$ cat config.mk
export PLATFORM = sky130hd
export DESIGN_NAME = pcs_loopback_top
export DESIGN_NICKNAME = d
export VERILOG_FILES = /design/src/pcs_block_pkg.sv /design/src/pcs_ctrl_pkg.sv /design/src/gx_reset_seq.sv /design/src/pcs_block_lock.sv /design/src/pcs_loopback_top.sv /design/src/pcs_scrambler.sv
export VERILOG_INCLUDE_DIRS = /design/src /design/src/src
export SDC_FILE = /design/constraint.sdc
export NUM_CORES = 1
export LEC_CHECK = 0
export BUFFER_PORTS_ARGS = -buffer_cell sky130_fd_sc_hd__buf_2
export CAP_MARGIN = 20
export CORE_UTILIZATION = 50
export CTS_CLUSTER_DIAMETER = 100
export DETAILED_ROUTE_END_ITERATION = 8
export HOLD_SLACK_MARGIN = 0.05
export PLACE_DENSITY_LB_ADDON = 0.12
export REMOVE_ABC_BUFFERS = 1
export SLEW_MARGIN = 10
export SYNTH_ARGS = -nofsm -noshare
export SYNTH_HDL_FRONTEND = slang
export SYNTH_SLANG_ARGS = --single-unit
$ cat constraint.sdc
create_clock -name OSC_50m -period 8.6 [get_ports OSC_50m]
set_clock_uncertainty 0.2 [all_clocks]
set_input_delay 0.86 -clock OSC_50m [delete_from_list [all_inputs] [get_ports OSC_50m]]
set_output_delay 0.86 -clock OSC_50m [all_outputs]
set_load 0.01 [all_outputs]
$ cat src/pcs_settings.svh
////////////////////////////////////////////////////////////
// Shared constants for the 10GBASE-R PCS loopback
// Reset sequencing delays, block lock thresholds and the
// idle control block. Include wherever a constant is needed.
////////////////////////////////////////////////////////////
`ifndef PCS_SETTINGS_SVH
`define PCS_SETTINGS_SVH

// block geometry
`define PCS_DATA_W 64          // payload bits per 66-bit block
`define PCS_HEAD_W 2           // sync header bits

// transceiver reset sequencing
`define PCS_RST_HOLD 16        // cycles each reset step is held

// block lock, per 802.3 clause 49 style lock fsm
`define PCS_LOCK_GOOD 64       // consecutive good headers to lock
`define PCS_LOCK_WIN 64        // blocks per bad-header window
`define PCS_LOCK_BAD 16        // bad headers per window that drop lock

// idle control block, type 0x1e in the low byte, all 8 control codes zero
`define PCS_IDLE_DATA 64'h0000_0000_0000_001E

`endif

$ cat src/pcs_block_pkg.sv
////////////////////////////////////////////////////////////
// Data types of the 66-bit block datapath
// Sync headers, payloads, scrambler state and lock counters.
// Module headers use the scoped names, bodies import it.
////////////////////////////////////////////////////////////
`include "pcs_settings.svh"

package pcs_block_pkg;

	typedef logic [`PCS_HEAD_W-1:0] sync_head_t;   // 01 data, 10 control, else invalid
	typedef logic [`PCS_DATA_W-1:0] blk_data_t;    // bit 0 goes on the line first
	typedef logic [57:0]            scr_state_t;   // x^58 + x^39 + 1 delay line
	typedef logic [6:0]             lock_cnt_t;    // up to 127, covers 64-block windows

	// valid sync header codes
	localparam sync_head_t HEAD_DATA = 2'b01;     // all 8 octets are data
	localparam sync_head_t HEAD_CTRL = 2'b10;     // block type byte follows

endpackage

$ cat src/pcs_ctrl_pkg.sv
////////////////////////////////////////////////////////////
// Control state types of the PCS loopback
// FSM encodings for the transceiver reset sequencer and
// the block lock checker.
////////////////////////////////////////////////////////////
package pcs_ctrl_pkg;

	// transceiver reset sequencer
	typedef enum logic [2:0] {
		RST_ALL,    // every reset held high
		WAIT_CAL,   // wait for both calibrations to finish
		TX_ANA,     // hold, then release tx analog
		TX_DIG,     // hold, then release tx digital
		RX_CDR,     // release rx analog, wait for cdr lock
		RX_DIG,     // hold, then release rx digital
		READY       // receive side usable
	} rst_state_t;

	// block lock fsm
	typedef enum logic [1:0] {
		HUNT,       // looking for a first good header
		TEST,       // counting a run of good headers
		LOCKED      // locked, watching bad headers per window
	} lock_state_t;

endpackage

$ cat src/gx_reset_seq.sv
////////////////////////////////////////////////////////////
// Transceiver reset sequencer
// Releases tx analog, tx digital, rx analog and rx digital
// resets in order, gated by calibration and CDR lock status.
// rx_ready_o is high only in READY; CDR loss restarts the
// receive digital side without touching the transmit side.
////////////////////////////////////////////////////////////
`timescale 1ns/1ps
`include "pcs_settings.svh"

module gx_reset_seq (
	input  logic clk_i,
	input  logic rst_n_i,                // sync, active low
	input  logic tx_cal_busy_i,
	input  logic rx_cal_busy_i,
	input  logic rx_is_lockedtodata_i,   // cdr locked to incoming data
	output logic tx_analogreset_o,
	output logic tx_digitalreset_o,
	output logic rx_analogreset_o,
	output logic rx_digitalreset_o,
	output logic rx_ready_o
);
	import pcs_ctrl_pkg::*;

	localparam int HOLD_W = $clog2(`PCS_RST_HOLD + 1);

	rst_state_t        state_q;
	logic [HOLD_W-1:0] hold_cnt_q;   // cycles spent in current hold step
	logic              hold_done;
	logic              tx_ana_q;
	logic              tx_dig_q;
	logic              rx_ana_q;
	logic              rx_dig_q;

	assign hold_done = (hold_cnt_q == HOLD_W'(`PCS_RST_HOLD - 1));

	always_ff @(posedge clk_i) begin
		if (!rst_n_i) begin
			state_q    <= RST_ALL;
			hold_cnt_q <= '0;
			tx_ana_q   <= 1'b1;     // all four resets asserted
			tx_dig_q   <= 1'b1;
			rx_ana_q   <= 1'b1;
			rx_dig_q   <= 1'b1;
		end else begin
			hold_cnt_q <= hold_cnt_q + HOLD_W'(1);   // default, cleared below on each step
			case (state_q)
			RST_ALL: if (hold_done) begin
				state_q    <= WAIT_CAL;
				hold_cnt_q <= '0;
			end
			WAIT_CAL: begin
				hold_cnt_q <= '0;
				if (!tx_cal_busy_i && !rx_cal_busy_i)   // both idle on the same cycle
					state_q <= TX_ANA;
			end
			TX_ANA: if (hold_done) begin
				tx_ana_q   <= 1'b0;
				state_q    <= TX_DIG;
				hold_cnt_q <= '0;
			end
			TX_DIG: if (hold_done) begin
				tx_dig_q   <= 1'b0;
				state_q    <= RX_CDR;
				hold_cnt_q <= '0;
			end
			RX_CDR: begin
				if (rx_ana_q) begin   // first pass, rx analog still held
					if (hold_done) begin
						rx_ana_q   <= 1'b0;
						hold_cnt_q <= '0;
					end
				end else begin
					hold_cnt_q <= '0;   // idle while cdr settles
					if (rx_is_lockedtodata_i)
						state_q <= RX_DIG;
				end
			end
			RX_DIG: begin
				if (!rx_is_lockedtodata_i) begin   // lost it again before release
					state_q    <= RX_CDR;
					hold_cnt_q <= '0;
				end else if (hold_done) begin
					rx_dig_q <= 1'b0;
					state_q  <= READY;
				end
			end
			READY: begin
				hold_cnt_q <= '0;
				if (!rx_is_lockedtodata_i) begin   // cdr loss, rx digital only
					rx_dig_q <= 1'b1;
					state_q  <= RX_CDR;
				end
			end
			default: state_q <= RST_ALL;
			endcase
		end
	end

	assign tx_analogreset_o  = tx_ana_q;
	assign tx_digitalreset_o = tx_dig_q;
	assign rx_analogreset_o  = rx_ana_q;
	assign rx_digitalreset_o = rx_dig_q;
	assign rx_ready_o        = (state_q == READY);

endmodule

$ cat src/pcs_block_lock.sv
////////////////////////////////////////////////////////////
// Sync header checker with block lock state machine
// Gains lock after a run of good headers, loses it on too
// many bad headers inside one window of valid blocks.
// Held in HUNT while enable_i is low.
////////////////////////////////////////////////////////////
`timescale 1ns/1ps
`include "pcs_settings.svh"

module pcs_block_lock (
	input  logic                      clk_i,
	input  logic                      rst_n_i,    // sync, active low
	input  logic                      enable_i,   // receive side out of reset
	input  logic                      valid_i,
	input  pcs_block_pkg::sync_head_t head_i,
	output logic                      lock_o
);
	import pcs_block_pkg::*;
	import pcs_ctrl_pkg::*;

	lock_state_t state_q;
	lock_cnt_t   blk_cnt_q;   // good run in HUNT/TEST, window position in LOCKED
	lock_cnt_t   bad_cnt_q;   // bad headers in current window
	logic        head_ok;

	assign head_ok = (head_i == HEAD_DATA) || (head_i == HEAD_CTRL);

	always_ff @(posedge clk_i) begin
		if (!rst_n_i) begin
			state_q   <= HUNT;
			blk_cnt_q <= '0;
			bad_cnt_q <= '0;
		end else if (!enable_i) begin   // rx digital still in reset
			state_q   <= HUNT;
			blk_cnt_q <= '0;
			bad_cnt_q <= '0;
		end else if (valid_i) begin
			case (state_q)
			HUNT, TEST: begin
				if (!head_ok) begin   // restart the run
					state_q   <= HUNT;
					blk_cnt_q <= '0;
				end else if (blk_cnt_q == lock_cnt_t'(`PCS_LOCK_GOOD - 1)) begin
					state_q   <= LOCKED;
					blk_cnt_q <= '0;
					bad_cnt_q <= '0;
				end else begin
					state_q   <= TEST;
					blk_cnt_q <= blk_cnt_q + 1'b1;
				end
			end
			LOCKED: begin
				if (!head_ok && (bad_cnt_q == lock_cnt_t'(`PCS_LOCK_BAD - 1))) begin
					state_q   <= HUNT;   // too many in this window
					blk_cnt_q <= '0;
					bad_cnt_q <= '0;
				end else if (blk_cnt_q == lock_cnt_t'(`PCS_LOCK_WIN - 1)) begin
					blk_cnt_q <= '0;     // window closed, start fresh
					bad_cnt_q <= '0;
				end else begin
					blk_cnt_q <= blk_cnt_q + 1'b1;
					if (!head_ok)
						bad_cnt_q <= bad_cnt_q + 1'b1;
				end
			end
			default: state_q <= HUNT;
			endcase
		end
	end

	// enable drops on the same cycle rx digital reset rises
	assign lock_o = enable_i && (state_q == LOCKED);

endmodule

$ cat src/pcs_loopback_top.sv
////////////////////////////////////////////////////////////
// 10GBASE-R PCS loopback for one transceiver channel
// Receive blocks are descrambled and lock-checked, then
// rescrambled onto the transmit side. Idle control blocks
// are sent while block lock is missing. Latency is 2 cycles.
////////////////////////////////////////////////////////////
`timescale 1ns/1ps
`include "pcs_settings.svh"

module pcs_loopback_top (
	input  logic                      OSC_50m,
	input  logic                      rst_n_i,        // sync, active low, from board
	input  logic                      gx_tx_cal_busy_i,
	input  logic                      gx_rx_cal_busy_i,
	input  logic                      gx_rx_is_lockedtodata_i,
	output logic                      gx_tx_analogreset_o,
	output logic                      gx_tx_digitalreset_o,
	output logic                      gx_rx_analogreset_o,
	output logic                      gx_rx_digitalreset_o,
	input  logic                      rx_valid_i,     // one aligned block per strobe
	input  pcs_block_pkg::sync_head_t rx_head_i,
	input  pcs_block_pkg::blk_data_t  rx_data_i,
	output logic                      tx_valid_o,
	output pcs_block_pkg::sync_head_t tx_head_o,
	output pcs_block_pkg::blk_data_t  tx_data_o,
	output logic                      link_ready_o,
	output logic                      block_lock_o
);
	import pcs_block_pkg::*;

	logic       rst_meta_q;
	logic       rst_sync_n;   // 2ff synced reset, used by all logic below
	logic       rx_ready;
	logic       desc_valid;
	sync_head_t desc_head;
	blk_data_t  desc_data;
	logic       block_lock;
	sync_head_t mux_head;
	blk_data_t  mux_data;

	always_ff @(posedge OSC_50m) begin
		rst_meta_q <= rst_n_i;
		rst_sync_n <= rst_meta_q;
	end

	gx_reset_seq gx_reset_seq_inst (
		.clk_i               (OSC_50m),
		.rst_n_i             (rst_sync_n),
		.tx_cal_busy_i       (gx_tx_cal_busy_i),
		.rx_cal_busy_i       (gx_rx_cal_busy_i),
		.rx_is_lockedtodata_i(gx_rx_is_lockedtodata_i),
		.tx_analogreset_o    (gx_tx_analogreset_o),
		.tx_digitalreset_o   (gx_tx_digitalreset_o),
		.rx_analogreset_o    (gx_rx_analogreset_o),
		.rx_digitalreset_o   (gx_rx_digitalreset_o),
		.rx_ready_o          (rx_ready)
	);

	pcs_scrambler #(.DESCRAMBLE(1'b1)) rx_descrambler_inst (
		.clk_i  (OSC_50m),
		.rst_n_i(rst_sync_n),
		.valid_i(rx_valid_i),
		.head_i (rx_head_i),
		.data_i (rx_data_i),
		.valid_o(desc_valid),
		.head_o (desc_head),
		.data_o (desc_data)
	);

	pcs_block_lock pcs_block_lock_inst (
		.clk_i   (OSC_50m),
		.rst_n_i (rst_sync_n),
		.enable_i(rx_ready),
		.valid_i (desc_valid),
		.head_i  (desc_head),
		.lock_o  (block_lock)
	);

	// loop back only when locked, otherwise idle control blocks
	assign mux_head = block_lock ? desc_head : HEAD_CTRL;
	assign mux_data = block_lock ? desc_data : blk_data_t'(`PCS_IDLE_DATA);

	pcs_scrambler #(.DESCRAMBLE(1'b0)) tx_scrambler_inst (
		.clk_i  (OSC_50m),
		.rst_n_i(rst_sync_n),
		.valid_i(desc_valid),   // strobe follows the data, lock or not
		.head_i (mux_head),
		.data_i (mux_data),
		.valid_o(tx_valid_o),
		.head_o (tx_head_o),
		.data_o (tx_data_o)
	);

	assign block_lock_o = block_lock;
	assign link_ready_o = rx_ready && block_lock;

endmodule

$ cat src/pcs_scrambler.sv
////////////////////////////////////////////////////////////
// Self-synchronizing 10GBASE-R scrambler, x^58 + x^39 + 1
// DESCRAMBLE=0 scrambles, DESCRAMBLE=1 descrambles. Only
// the payload is touched; the sync header is delayed along.
// One cycle latency, state advances on valid blocks only.
////////////////////////////////////////////////////////////
`timescale 1ns/1ps

module pcs_scrambler #(
	parameter bit DESCRAMBLE = 1'b0   // 1: feed the state from the input bits
) (
	input  logic                      clk_i,
	input  logic                      rst_n_i,   // sync, active low
	input  logic                      valid_i,
	input  pcs_block_pkg::sync_head_t head_i,
	input  pcs_block_pkg::blk_data_t  data_i,
	output logic                      valid_o,
	output pcs_block_pkg::sync_head_t head_o,
	output pcs_block_pkg::blk_data_t  data_o
);
	import pcs_block_pkg::*;

	scr_state_t state_q;     // bit 0 is the newest line bit
	scr_state_t state_nxt;
	blk_data_t  data_nxt;

	// bit-serial unroll over the block, bit 0 first
	always_comb begin
		scr_state_t st;
		logic       fb;
		st = state_q;
		for (int i = 0; i < $bits(blk_data_t); i++) begin
			fb          = st[38] ^ st[57];   // taps at delay 39 and 58
			data_nxt[i] = data_i[i] ^ fb;
			st          = {st[56:0], (DESCRAMBLE ? data_i[i] : data_nxt[i])};   // line bit in
		end
		state_nxt = st;
	end

	always_ff @(posedge clk_i) begin
		if (!rst_n_i) begin
			valid_o <= 1'b0;
			state_q <= '0;
		end else begin
			valid_o <= valid_i;
			if (valid_i)
				state_q <= state_nxt;   // no advance on gaps
		end
	end

	always_ff @(posedge clk_i) begin
		if (valid_i) begin
			head_o <= head_i;     // header never scrambled
			data_o <= data_nxt;
		end
	end

endmodule

==> Word level (Yosys, flattened, before mapping) <==
Index checks and enable logic that the tools add are counted.
{ "totals": {"ff_bits": 280, "latch_bits": 0, "ramBits": 0, "rom_bits": 0, "output_inout_bits": 73, "elab_cells": 363, "n_memories": 0} }
{ "classes": {"n_addsub": 3, "mul": 0, "n_div": 0, "order_cmp": 0, "eq_ne": 27, "shifts": 0, "muxes": 35, "bitwise_logic": 256, "n_reduce_logical": 23} }
{ "op_table": {"columns": ["op", "n"], "rows": [
  ["1-bit XOR", 256],
  ["64-bit two-way mux", 1],
  ["7-bit two-way mux", 8],
  ["7-bit one-hot mux with 2 select lines", 2],
  ["3-bit two-way mux", 9],
  ["3-bit one-hot mux with 7 select lines", 1],
  ["5-bit one-hot mux with 4 select lines", 1],
  ["2-bit by 1-bit inequality test with 1-bit output (second input constant)", 8],
  ["5-bit two-way mux", 3],
  ["7-bit by 1-bit adder with 7-bit output (second input constant)", 2],
  ["2-bit AND reduction", 5],
  ["3-bit == test (second input constant)", 3],
  ["2-bit inequality test (second input constant)", 4],
  ["8-bit AND reduction", 1],
  ["7-bit by 4-bit == test with 1-bit output (second input constant)", 1],
  ["7-bit by 6-bit == test with 1-bit output (second input constant)", 1],
  ["3-bit by 2-bit == test with 1-bit output (second input constant)", 2],
  ["2-bit two-way mux", 3],
  ["5-bit by 1-bit adder with 5-bit output (second input constant)", 1],
  ["5-bit by 4-bit == test with 1-bit output (second input constant)", 1],
  ["1-bit two-way mux", 5],
  ["5-bit AND reduction", 1],
  ["2-bit by 1-bit == test with 1-bit output (second input constant)", 2],
  ["2-bit == test (second input constant)", 2],
  ["other kinds (14)", 21]
]} }

==> Longest topological paths before layout <==
Gate-level depths: netlist (run 1).
{ "logic_depth": {"depth_word": 6, "mapped_depth": 8, "mapped_depth_nobuf": 7} }

==> Hierarchy <==
Synthesis (run 1) repeated with hierarchy kept, for this count alone.
{ "hier_totals": {"hier_cells": 1049, "area_unflattened_um2": 13402.9} }
{ "modules_own_cells": {"columns": ["mod", "n_inst", "cells_each", "area_per_inst_um2", "seq_area_each_um2"], "rows": [
  ["pcs_scrambler (tx_scrambler_inst)", 1, 405, 5944.5, 3163.0],
  ["pcs_scrambler (rx_descrambler_inst)", 1, 383, 5326.4, 3163.0],
  ["pcs_block_lock", 1, 103, 918.4, 320.3],
  ["gx_reset_seq", 1, 82, 698.2, 240.2],
  ["pcs_loopback_top", 1, 76, 515.5, 40.0]
]} }

==> Worst setup path after synthesis (run 1) <==
OpenSTA, ideal clock, no wires.
{ "synth_path": {"path_type": "reg-to-reg", "startpoint": "register rx_descrambler_inst.valid_o", "endpoint": "register pcs_block_lock_inst.bad_cnt_q[3]", "setup_time_ps": 123, "arrival_time_ps": 2940, "t_required_ps": 8277, "path_slack_ps": 5337, "stages_incl_launch_ff": 7, "synth_period_minus_slack_ps": 3263, "cell_sequence": "dfxtp_1 > buf_4 > a21boi_1 > buf_4 > nand3_1 > a32oi_1 > o21ai_0"} }
{ "synth_between": {"elab_chain_cells": 1} }
{ "synth_lines": {"columns": ["element", "line_no", "rtl"], "rows": [
  ["start, declared", "pcs_scrambler.sv:17", "output logic valid_o,"],
  ["start signal, assigned", "pcs_scrambler.sv:45", "valid_o <= valid_i;"],
  ["5-bit AND reduction (no source line)", null, null],
  ["end signal, assigned", "pcs_block_lock.sv:63", "bad_cnt_q <= bad_cnt_q + 1'b1;"],
  ["end, declared", "pcs_block_lock.sv:23", "lock_cnt_t bad_cnt_q;"]
]} }
Every way passes these cells.
A chain may end at the register's enable or synchronous reset.

==> Worst setup path after layout (run 1) <==
{ "layout_path": {"startpoint": "register gx_reset_seq_inst.state_q[2]", "endpoint": "output port block_lock_o"} }
{ "layout_between": {"elab_chain_cells": 2} }
{ "layout_lines": {"columns": ["element", "line_no", "rtl"], "rows": [
  ["start, declared", "gx_reset_seq.sv:27", "rst_state_t state_q;"],
  ["start signal, assigned", "gx_reset_seq.sv:39", "state_q <= RST_ALL;"],
  ["start signal, assigned", "gx_reset_seq.sv:49", "state_q <= WAIT_CAL;"],
  ["start signal, assigned", "gx_reset_seq.sv:55", "state_q <= TX_ANA;"],
  ["3-bit == test", "gx_reset_seq.sv:104", "assign rx_ready_o = (state_q == READY);"],
  ["1-bit logical AND", "pcs_block_lock.sv:72", "assign lock_o = enable_i && (state_q == LOCKED);"],
  ["end, declared", "pcs_loopback_top.sv:27", "output logic block_lock_o"]
]} }
Every way passes these cells.

==> results of run 1 <==
-- per-layer routing --
| metal | share of wire, % | vias up | GRT usage (%) |
|---|---|---|---|
| met5 | 0 | - | 0 |
| met4 | 1.9 | 0 | 4.75 |
| met3 | 4.8 | 37 | 3.21 |
| met2 | 46 | 200 | 34.4 |
| met1 | 47 | 3865 | 29.8 |
| li1 | - | 3972 | - |
-- layout by cell type (no fill, tap or decap), types with 7 or more instances in the layout --
| master | instances |
|---|---|
| xnor2_2 | 39 |
| nand3_1 | 14 |
| dfxtp_1 | 146 |
| nor3_1 | 10 |
| nor3_2 | 8 |
| nor2_1 | 70 |
| a21oi_1 | 8 |
| clkbuf_1 | 11 |
| clkbuf_16 | 29 |
| a31oi_1 | 12 |
| nand4_1 | 7 |
| edfxtp_1 | 132 |
| a22o_1 | 37 |
| mux2i_1 | 58 |
| buf_4 | 8 |
| xor2_1 | 45 |
| xnor2_1 | 201 |
| buf_2 | 143 |
| nand3_2 | 39 |
| o21ba_2 | 13 |
| o21ai_0 | 25 |
| nor2b_1 | 39 |
| inv_1 | 11 |
| a211oi_1 | 9 |
| nand2_1 | 29 |
-- sequential cells by signal (all words and copies together) (netlist names) --
register / flops
rx_descrambler_inst.head_o: 2
rx_descrambler_inst.valid_o: 1
gx_reset_seq_inst.tx_digitalreset_o: 1
tx_scrambler_inst.head_o: 2
rx_descrambler_inst.state_q: 58
gx_reset_seq_inst.tx_analogreset_o: 1
pcs_block_lock_inst.blk_cnt_q: 7
gx_reset_seq_inst.rx_analogreset_o: 1
gx_reset_seq_inst.hold_cnt_q: 5
gx_reset_seq_inst.rx_digitalreset_o: 1
tx_scrambler_inst.valid_o: 1
gx_reset_seq_inst.state_q: 3
pcs_block_lock_inst.state_q: 2
pcs_block_lock_inst.bad_cnt_q: 7
rx_descrambler_inst.data_o: 64
tx_scrambler_inst.data_o: 64
tx_scrambler_inst.state_q: 58
rst_meta_q: 1
rst_sync_n: 1
-- through the flow --
step	util (%)	setup WS [ns]	total power, W	cells
6_report	57.9	4.69	0.00315	1558
5_1_grt	57.9	4.52	0.00327	1558
4_1_cts	57.9	4.66	0.00319	1558
3_5_place_dp	54.4	5.24	0.00196	1505
3_3_place_gp	54.4	5.34	0.00196	1505
2_1_floorplan	-	3.71	0.00184	1018
-- path summary, 6_finish.rpt --
kind	start	cells past startpoint	slack (ns)	to
min	rst_meta_q	0	0.14	rst_sync_n
min reg2reg	rst_meta_q	0	0.14	rst_sync_n
max reg2reg	rst_sync_n	5	5.56	pcs_block_lock_inst.bad_cnt_q[6]
max	gx_reset_seq_inst.state_q[2]	5	4.69	block_lock_o
-- power breakdown --
group	internal, W	switching [W]
Combinational	0.000181	0.000177
Sequential	0.00150	0.0000692
Clock	0.000726	0.000496
-- cell type report --
class                   count  area [um^2]
well taps                 335          419
clock inverters            11          126
fillers                  2211        11000
flip-flops and latches    280         6930
inverters                  14         52.6
multi-input cells         724         5980
clock buffers              42          795
repair buffers            152          787
-- critical path, delay by kind of cell (launching register included) --
family / cells / cell delay, ns
flops: 1 / 0.71
simple gates: 2 / 0.58
buf+inv: 3 / 1.01
-- Yosys cell counts, drive strengths merged, types with 8 or more instances --
cell type | number | share of area [%]
a211oi | 9 | 0.51
a21oi | 8 | 0.30
a22o | 37 | 2.4
a31oi | 12 | 0.57
buf | 30 | 1.7
clkbuf | 28 | 0.79
dfxtp | 148 | 22
edfxtp | 132 | 30
inv | 14 | 0.40
mux2i | 58 | 4.4
nand2 | 30 | 0.87
nand3 | 53 | 3.5
nor2 | 70 | 2.0
nor2b | 39 | 1.8
nor3 | 18 | 0.98
o21ai | 26 | 0.98
o21ba | 15 | 1.1
xnor2 | 240 | 18
xor2 | 46 | 3.1
-- logic make-up after synthesis --
| group | count (synthesis) |
|---|---|
| xor gates and xnor gates | 290 |
| DFF | 280 |
| and+or+nand+nor | 242 |
| AOI/OAI and AO/OA | 129 |
| buffers and inverters | 72 |
| muxes | 58 |
| adders and majority gates | 5 |
==> impl_metrics.env, run 1 <==
export IMPL_dp_hpwl_um=18800
export IMPL_netlist_area_mm2=0.0133
export IMPL_grt_use_total_pct=21.2
export IMPL_start_util_pct=51.0
export IMPL_vias=8074
export IMPL_io_buffer_count=144
export IMPL_drc=0
export IMPL_clock_latency_ns=0.54
export IMPL_dpl_cell_area_mm2=0.0142
export IMPL_cp_data_arrival_time_ns=2.85
export IMPL_antenna_found_initial=0
export IMPL_drtIter0Drc=432
export IMPL_synth_compound_area_share_pct=7.48
export IMPL_fp_dieArea_mm2=0.0272
export IMPL_clock_fmax_ghz=0.256
export IMPL_required_ns=7.54
export IMPL_cts_sinks=280
export IMPL_cap_violations=0
export IMPL_cts_clk_slew_worst_paths_ns=0.06
export IMPL_path_cells="and3b_2 > buf_4 > nand2_2 > inv_2 > buf_2"
export IMPL_synth_top_family_by_area="XOR/XNOR gates"
export IMPL_critPathMaxFanout=43
export IMPL_grt_max_degree=79
export IMPL_wl_per_cell_um=18.2
export IMPL_dieHeight_um=165
export IMPL_layout_drive_gt1_share_pct=24.9
export IMPL_cts_tree="done"
export IMPL_drv_slew=0
export IMPL_cp_slowest_stage_delay_ns=0.71
export IMPL_dr_pass1_iters=5
export IMPL_coreArea_mm2=0.0261
export IMPL_async_flop_share_pct=0
export IMPL_grt_overflow=0
export IMPL_yosys_area_share_adder_pct=0.471
export IMPL_synth_xor_area_share_pct=21.8
export IMPL_synth_simple_area_share_pct=10.9
export IMPL_hold_class="flip-flop to flip-flop"
export IMPL_synth_warnings=0
export IMPL_viasPerCell=5.18
export IMPL_synth_area_mux_share_pct=4.37
export IMPL_fin_nets=1278
export IMPL_final_min_clock_period_ns=3.91
export IMPL_cp_slowest_cell="dfxtp_1"
export IMPL_grt_pass1_vias=7828
export IMPL_worst_hold_slack_ns=0.143
export IMPL_syn2layout_area_growth_pct=13.6
export IMPL_n_antenna_cell=0
export IMPL_hold_viol=0
export IMPL_fin_tns_setup_ns=0
export IMPL_cts_max_path_buffers=3
export IMPL_cts_repair_resized=0
export IMPL_post_cts_buffers=0
export IMPL_critPathKind="flip-flop to output port"
export IMPL_ys_ff_latch=280
export IMPL_syn_inst=1076
export IMPL_rsz0062_at_grt="false"
export IMPL_drtAntennaViolNets=0
export IMPL_vdd_drop_max_mv=0.151
export IMPL_yosysSeqAreaShare_pct=52.1
export IMPL_start_kind="flip-flop"
export IMPL_setup_viol=0
export IMPL_htree_levels=1
export IMPL_numCtsBuffers=29
export IMPL_cts_root_buffer="clkbuf_16"
export IMPL_synth_cell_types=58
export IMPL_max_slew_margin_rel_pct=37.0
export IMPL_die_width_um=165
export IMPL_synth_ff_type="dfxtp_1"
export IMPL_gp_congestion=0.755
export IMPL_cp_end_kind="output port"
export IMPL_wirelength_um=28400
export IMPL_power_density_mw_per_mm2=209
export IMPL_ios=145
export IMPL_fin_crit_sh_pct=45.5
export IMPL_leakage_nw=5.91
export IMPL_synth_edff_count=132
export IMPL_final_cell_area_mm2=0.0151
export IMPL_std_cell_rows=59
export IMPL_hold_buffers=0
export IMPL_worst_slew_pin_slew_ns=0.944
export IMPL_grt_pass1_wl_um=43900
export IMPL_synth_avg_cell_area_um2=12.3
export IMPL_status="finished, final reports clean"
No activity file was read; power rests on OpenSTA's default activity.
==> inputs of run 2 (changes only) <==
==> constraint.sdc (replaced) <==
create_clock -name OSC_50m -period 3.2 [get_ports OSC_50m]
set_clock_uncertainty 0.2 [all_clocks]
set_input_delay 0.32 -clock OSC_50m [delete_from_list [all_inputs] [get_ports OSC_50m]]
set_output_delay 0.32 -clock OSC_50m [all_outputs]
set_load 0.01 [all_outputs]
==> impl_metrics.env, run 2 (synthesis gave the netlist of run 1 again) <==
export IMPL_status="finished, final reports clean"
export IMPL_critPathMaxFanout=18
export IMPL_wl_per_cell_um=18.2
export IMPL_viasPerCell=5.14
export IMPL_setup_slack_ns=0.191
export IMPL_antenna_found_initial=0
export IMPL_worst_slew_pin_slew_ns=0.791
export IMPL_hold_class="flip-flop to flip-flop"
export IMPL_critPathKind="flip-flop to output port"
export IMPL_required_ns=2.68
export IMPL_dp_hpwl_um=19700
export IMPL_top_regs="rx_descrambler_inst.data_o x64, tx_scrambler_inst.data_o x64"
export IMPL_cts_repair_resized=0
export IMPL_r2r_slack_ns=0.73
export IMPL_r2r_start="gx_reset_seq_inst.state_q[2]"
export IMPL_max_slew_margin_rel_pct=47.3
export IMPL_drc=0
export IMPL_preCtsSetupSlack_ns=0.757
export IMPL_grt_pass1_wl_um=45600
export IMPL_mostFrequentLayoutCells="xnor2_1 (201), dfxtp_1 (146), buf_2 (143), edfxtp_1 (132), dlygate4sd3_1 (73)"
export IMPL_holdCritStartpoint="rst_meta_q"
export IMPL_grt_max_degree=95
export IMPL_final_common_cell="xnor2_1"
export IMPL_path_cells="and3b_2 > nand2_2 > inv_2 > buf_2"
export IMPL_n_antenna_cell=0
export IMPL_wirelength_um=29800
export IMPL_drv_slew=0
export IMPL_dr_pass1_iters=5
export IMPL_leakage_nw=6.33
export IMPL_rsz0062_at_grt="false"
export IMPL_cts_clk_slew_worst_paths_ns=0.06
export IMPL_fin_crit_sh_pct=94.0
export IMPL_fin_nets=1362
export IMPL_register_area_mm2=0.00693
export IMPL_cts_root_buffer="clkbuf_16"
export IMPL_final_min_clock_period_ns=3.01
export IMPL_start_util_pct=51.0
export IMPL_vias=8448
export IMPL_clock_fmax_ghz=0.332
export IMPL_cp_data_arrival_time_ns=2.49
export IMPL_setup_viol=0
export IMPL_syn2layout_area_growth_pct=20.8
export IMPL_vdd_drop_max_mv=0.590
export IMPL_cp_slowest_cell="dfxtp_1"
export IMPL_cts_tree="done"
export IMPL_std_cell_rows=59
export IMPL_cap_violations=0
export IMPL_ios=145
export IMPL_dieHeight_um=165
export IMPL_io_buffer_count=144
export IMPL_drtAntennaViolNets=0
export IMPL_reg2reg_to="tx_scrambler_inst.data_o[58]"
export IMPL_numCtsBuffers=31
export IMPL_drtIter0Drc=516
export IMPL_clock_latency_ns=0.54
export IMPL_fp_dieArea_mm2=0.0272
export IMPL_grt_use_total_pct=22.0
export IMPL_gp_congestion=0.812
export IMPL_die_width_um=165
export IMPL_htree_levels=1
export IMPL_coreArea_mm2=0.0261
export IMPL_cts_sinks=280
export IMPL_holdPathEnd="rst_sync_n"
export IMPL_cts_max_path_buffers=3
export IMPL_reg2reg_depth=5
export IMPL_grt_overflow=0
export IMPL_dpl_cell_area_mm2=0.0143
export IMPL_cp_end_kind="output port"
export IMPL_hold_depth=0
export IMPL_p_total_w=0.00881
export IMPL_power_density_mw_per_mm2=549
export IMPL_final_util_pct=61.6
export IMPL_layout_drive_gt1_share_pct=24.5
export IMPL_grt_pass1_vias=8079
export IMPL_cp_startpoint="gx_reset_seq_inst.state_q[2]"
export IMPL_final_cell_area_mm2=0.0160
export IMPL_multi_input_area_mm2=0.00598
export IMPL_cp_slowest_stage_delay_ns=0.71
export IMPL_hold_viol=0
export IMPL_start_kind="flip-flop"
export IMPL_fillers=2120
run 2: changes by cell type in the layout (fill, tap and decap cells not counted):
cell | before | now
dlygate4sd3_1 | 0 | 73
clkbuf_8 | 2 | 9
buf_4 | 8 | 14
clkbuf_1 | 11 | 5
clkbuf_16 | 29 | 33
buf_12 | 0 | 3
bufinv_16 | 3 | 1
clkinv_2 | 5 | 3
clkinv_1 | 3 | 4
clkinvlp_4 | 0 | 1
inv_1 | 11 | 12
inv_2 | 3 | 2
run 2: critical path, delay by kind of cell, from the launching register on:
kind	cells	cell delay, ns
buf+inv	2	0.40
flops	1	0.71
simple gates	2	0.83
run 2: layer usage:
layer	vias up	track usage (%)	part of all wire [%]
met4	0	5.30	2.1
met3	40	2.71	4.0
met5	-	0	0
li1	4141	-	-
met1	4054	31.4	47
met2	213	35.3	47
run 2: what timing repair did:
action                    in CTS  in global routing
buffers inserted               0                  0
hold endpoints to repair     146                  0
hold buffers                  73                  0
run 2: layout make-up:
cell class                 instances  share of cell area, %
clock buffer                      47                   6.04
clock inverter                     9                  0.421
inverter                          14                  0.328
multi-input combinational        724                   37.3
sequential                       280                   43.2
tap                              335                   2.61
timing repair buffer             234                   10.1
run 2: worst max-delay path by stage:
| stage | end | slack (ns) |
|---|---|---|
| after global routing | block_lock_o | 0.08 |
| after CTS | block_lock_o | 0.19 |
| final | block_lock_o | 0.19 |
| after detailed placement | tx_scrambler_inst.data_o[58] | 0.76 |
| after global placement | tx_scrambler_inst.data_o[58] | 0.84 |
| after floorplan | pcs_block_lock_inst.bad_cnt_q[5] | -1.69 |
run 2: where the power goes:
| group | switching (W) | total (W) | internal (W) |
|---|---|---|---|
| registers | 0.000187 | 0.00423 | 0.00404 |
| logic | 0.000490 | 0.00104 | 0.000552 |
| clock network | 0.00140 | 0.00354 | 0.00215 |
run 2: stage by stage:
step / cells / hold slack, ns / TNS (ns)
6_report: 1643 / 0.134 / 0
4_1_cts: 1643 / 0.133 / 0
2_1_floorplan: 1018 / 0.110 / -89.87
3_3_place_gp: 1514 / 0.117 / 0
5_1_grt: 1643 / 0.136 / 0
3_5_place_dp: 1514 / 0.115 / 0
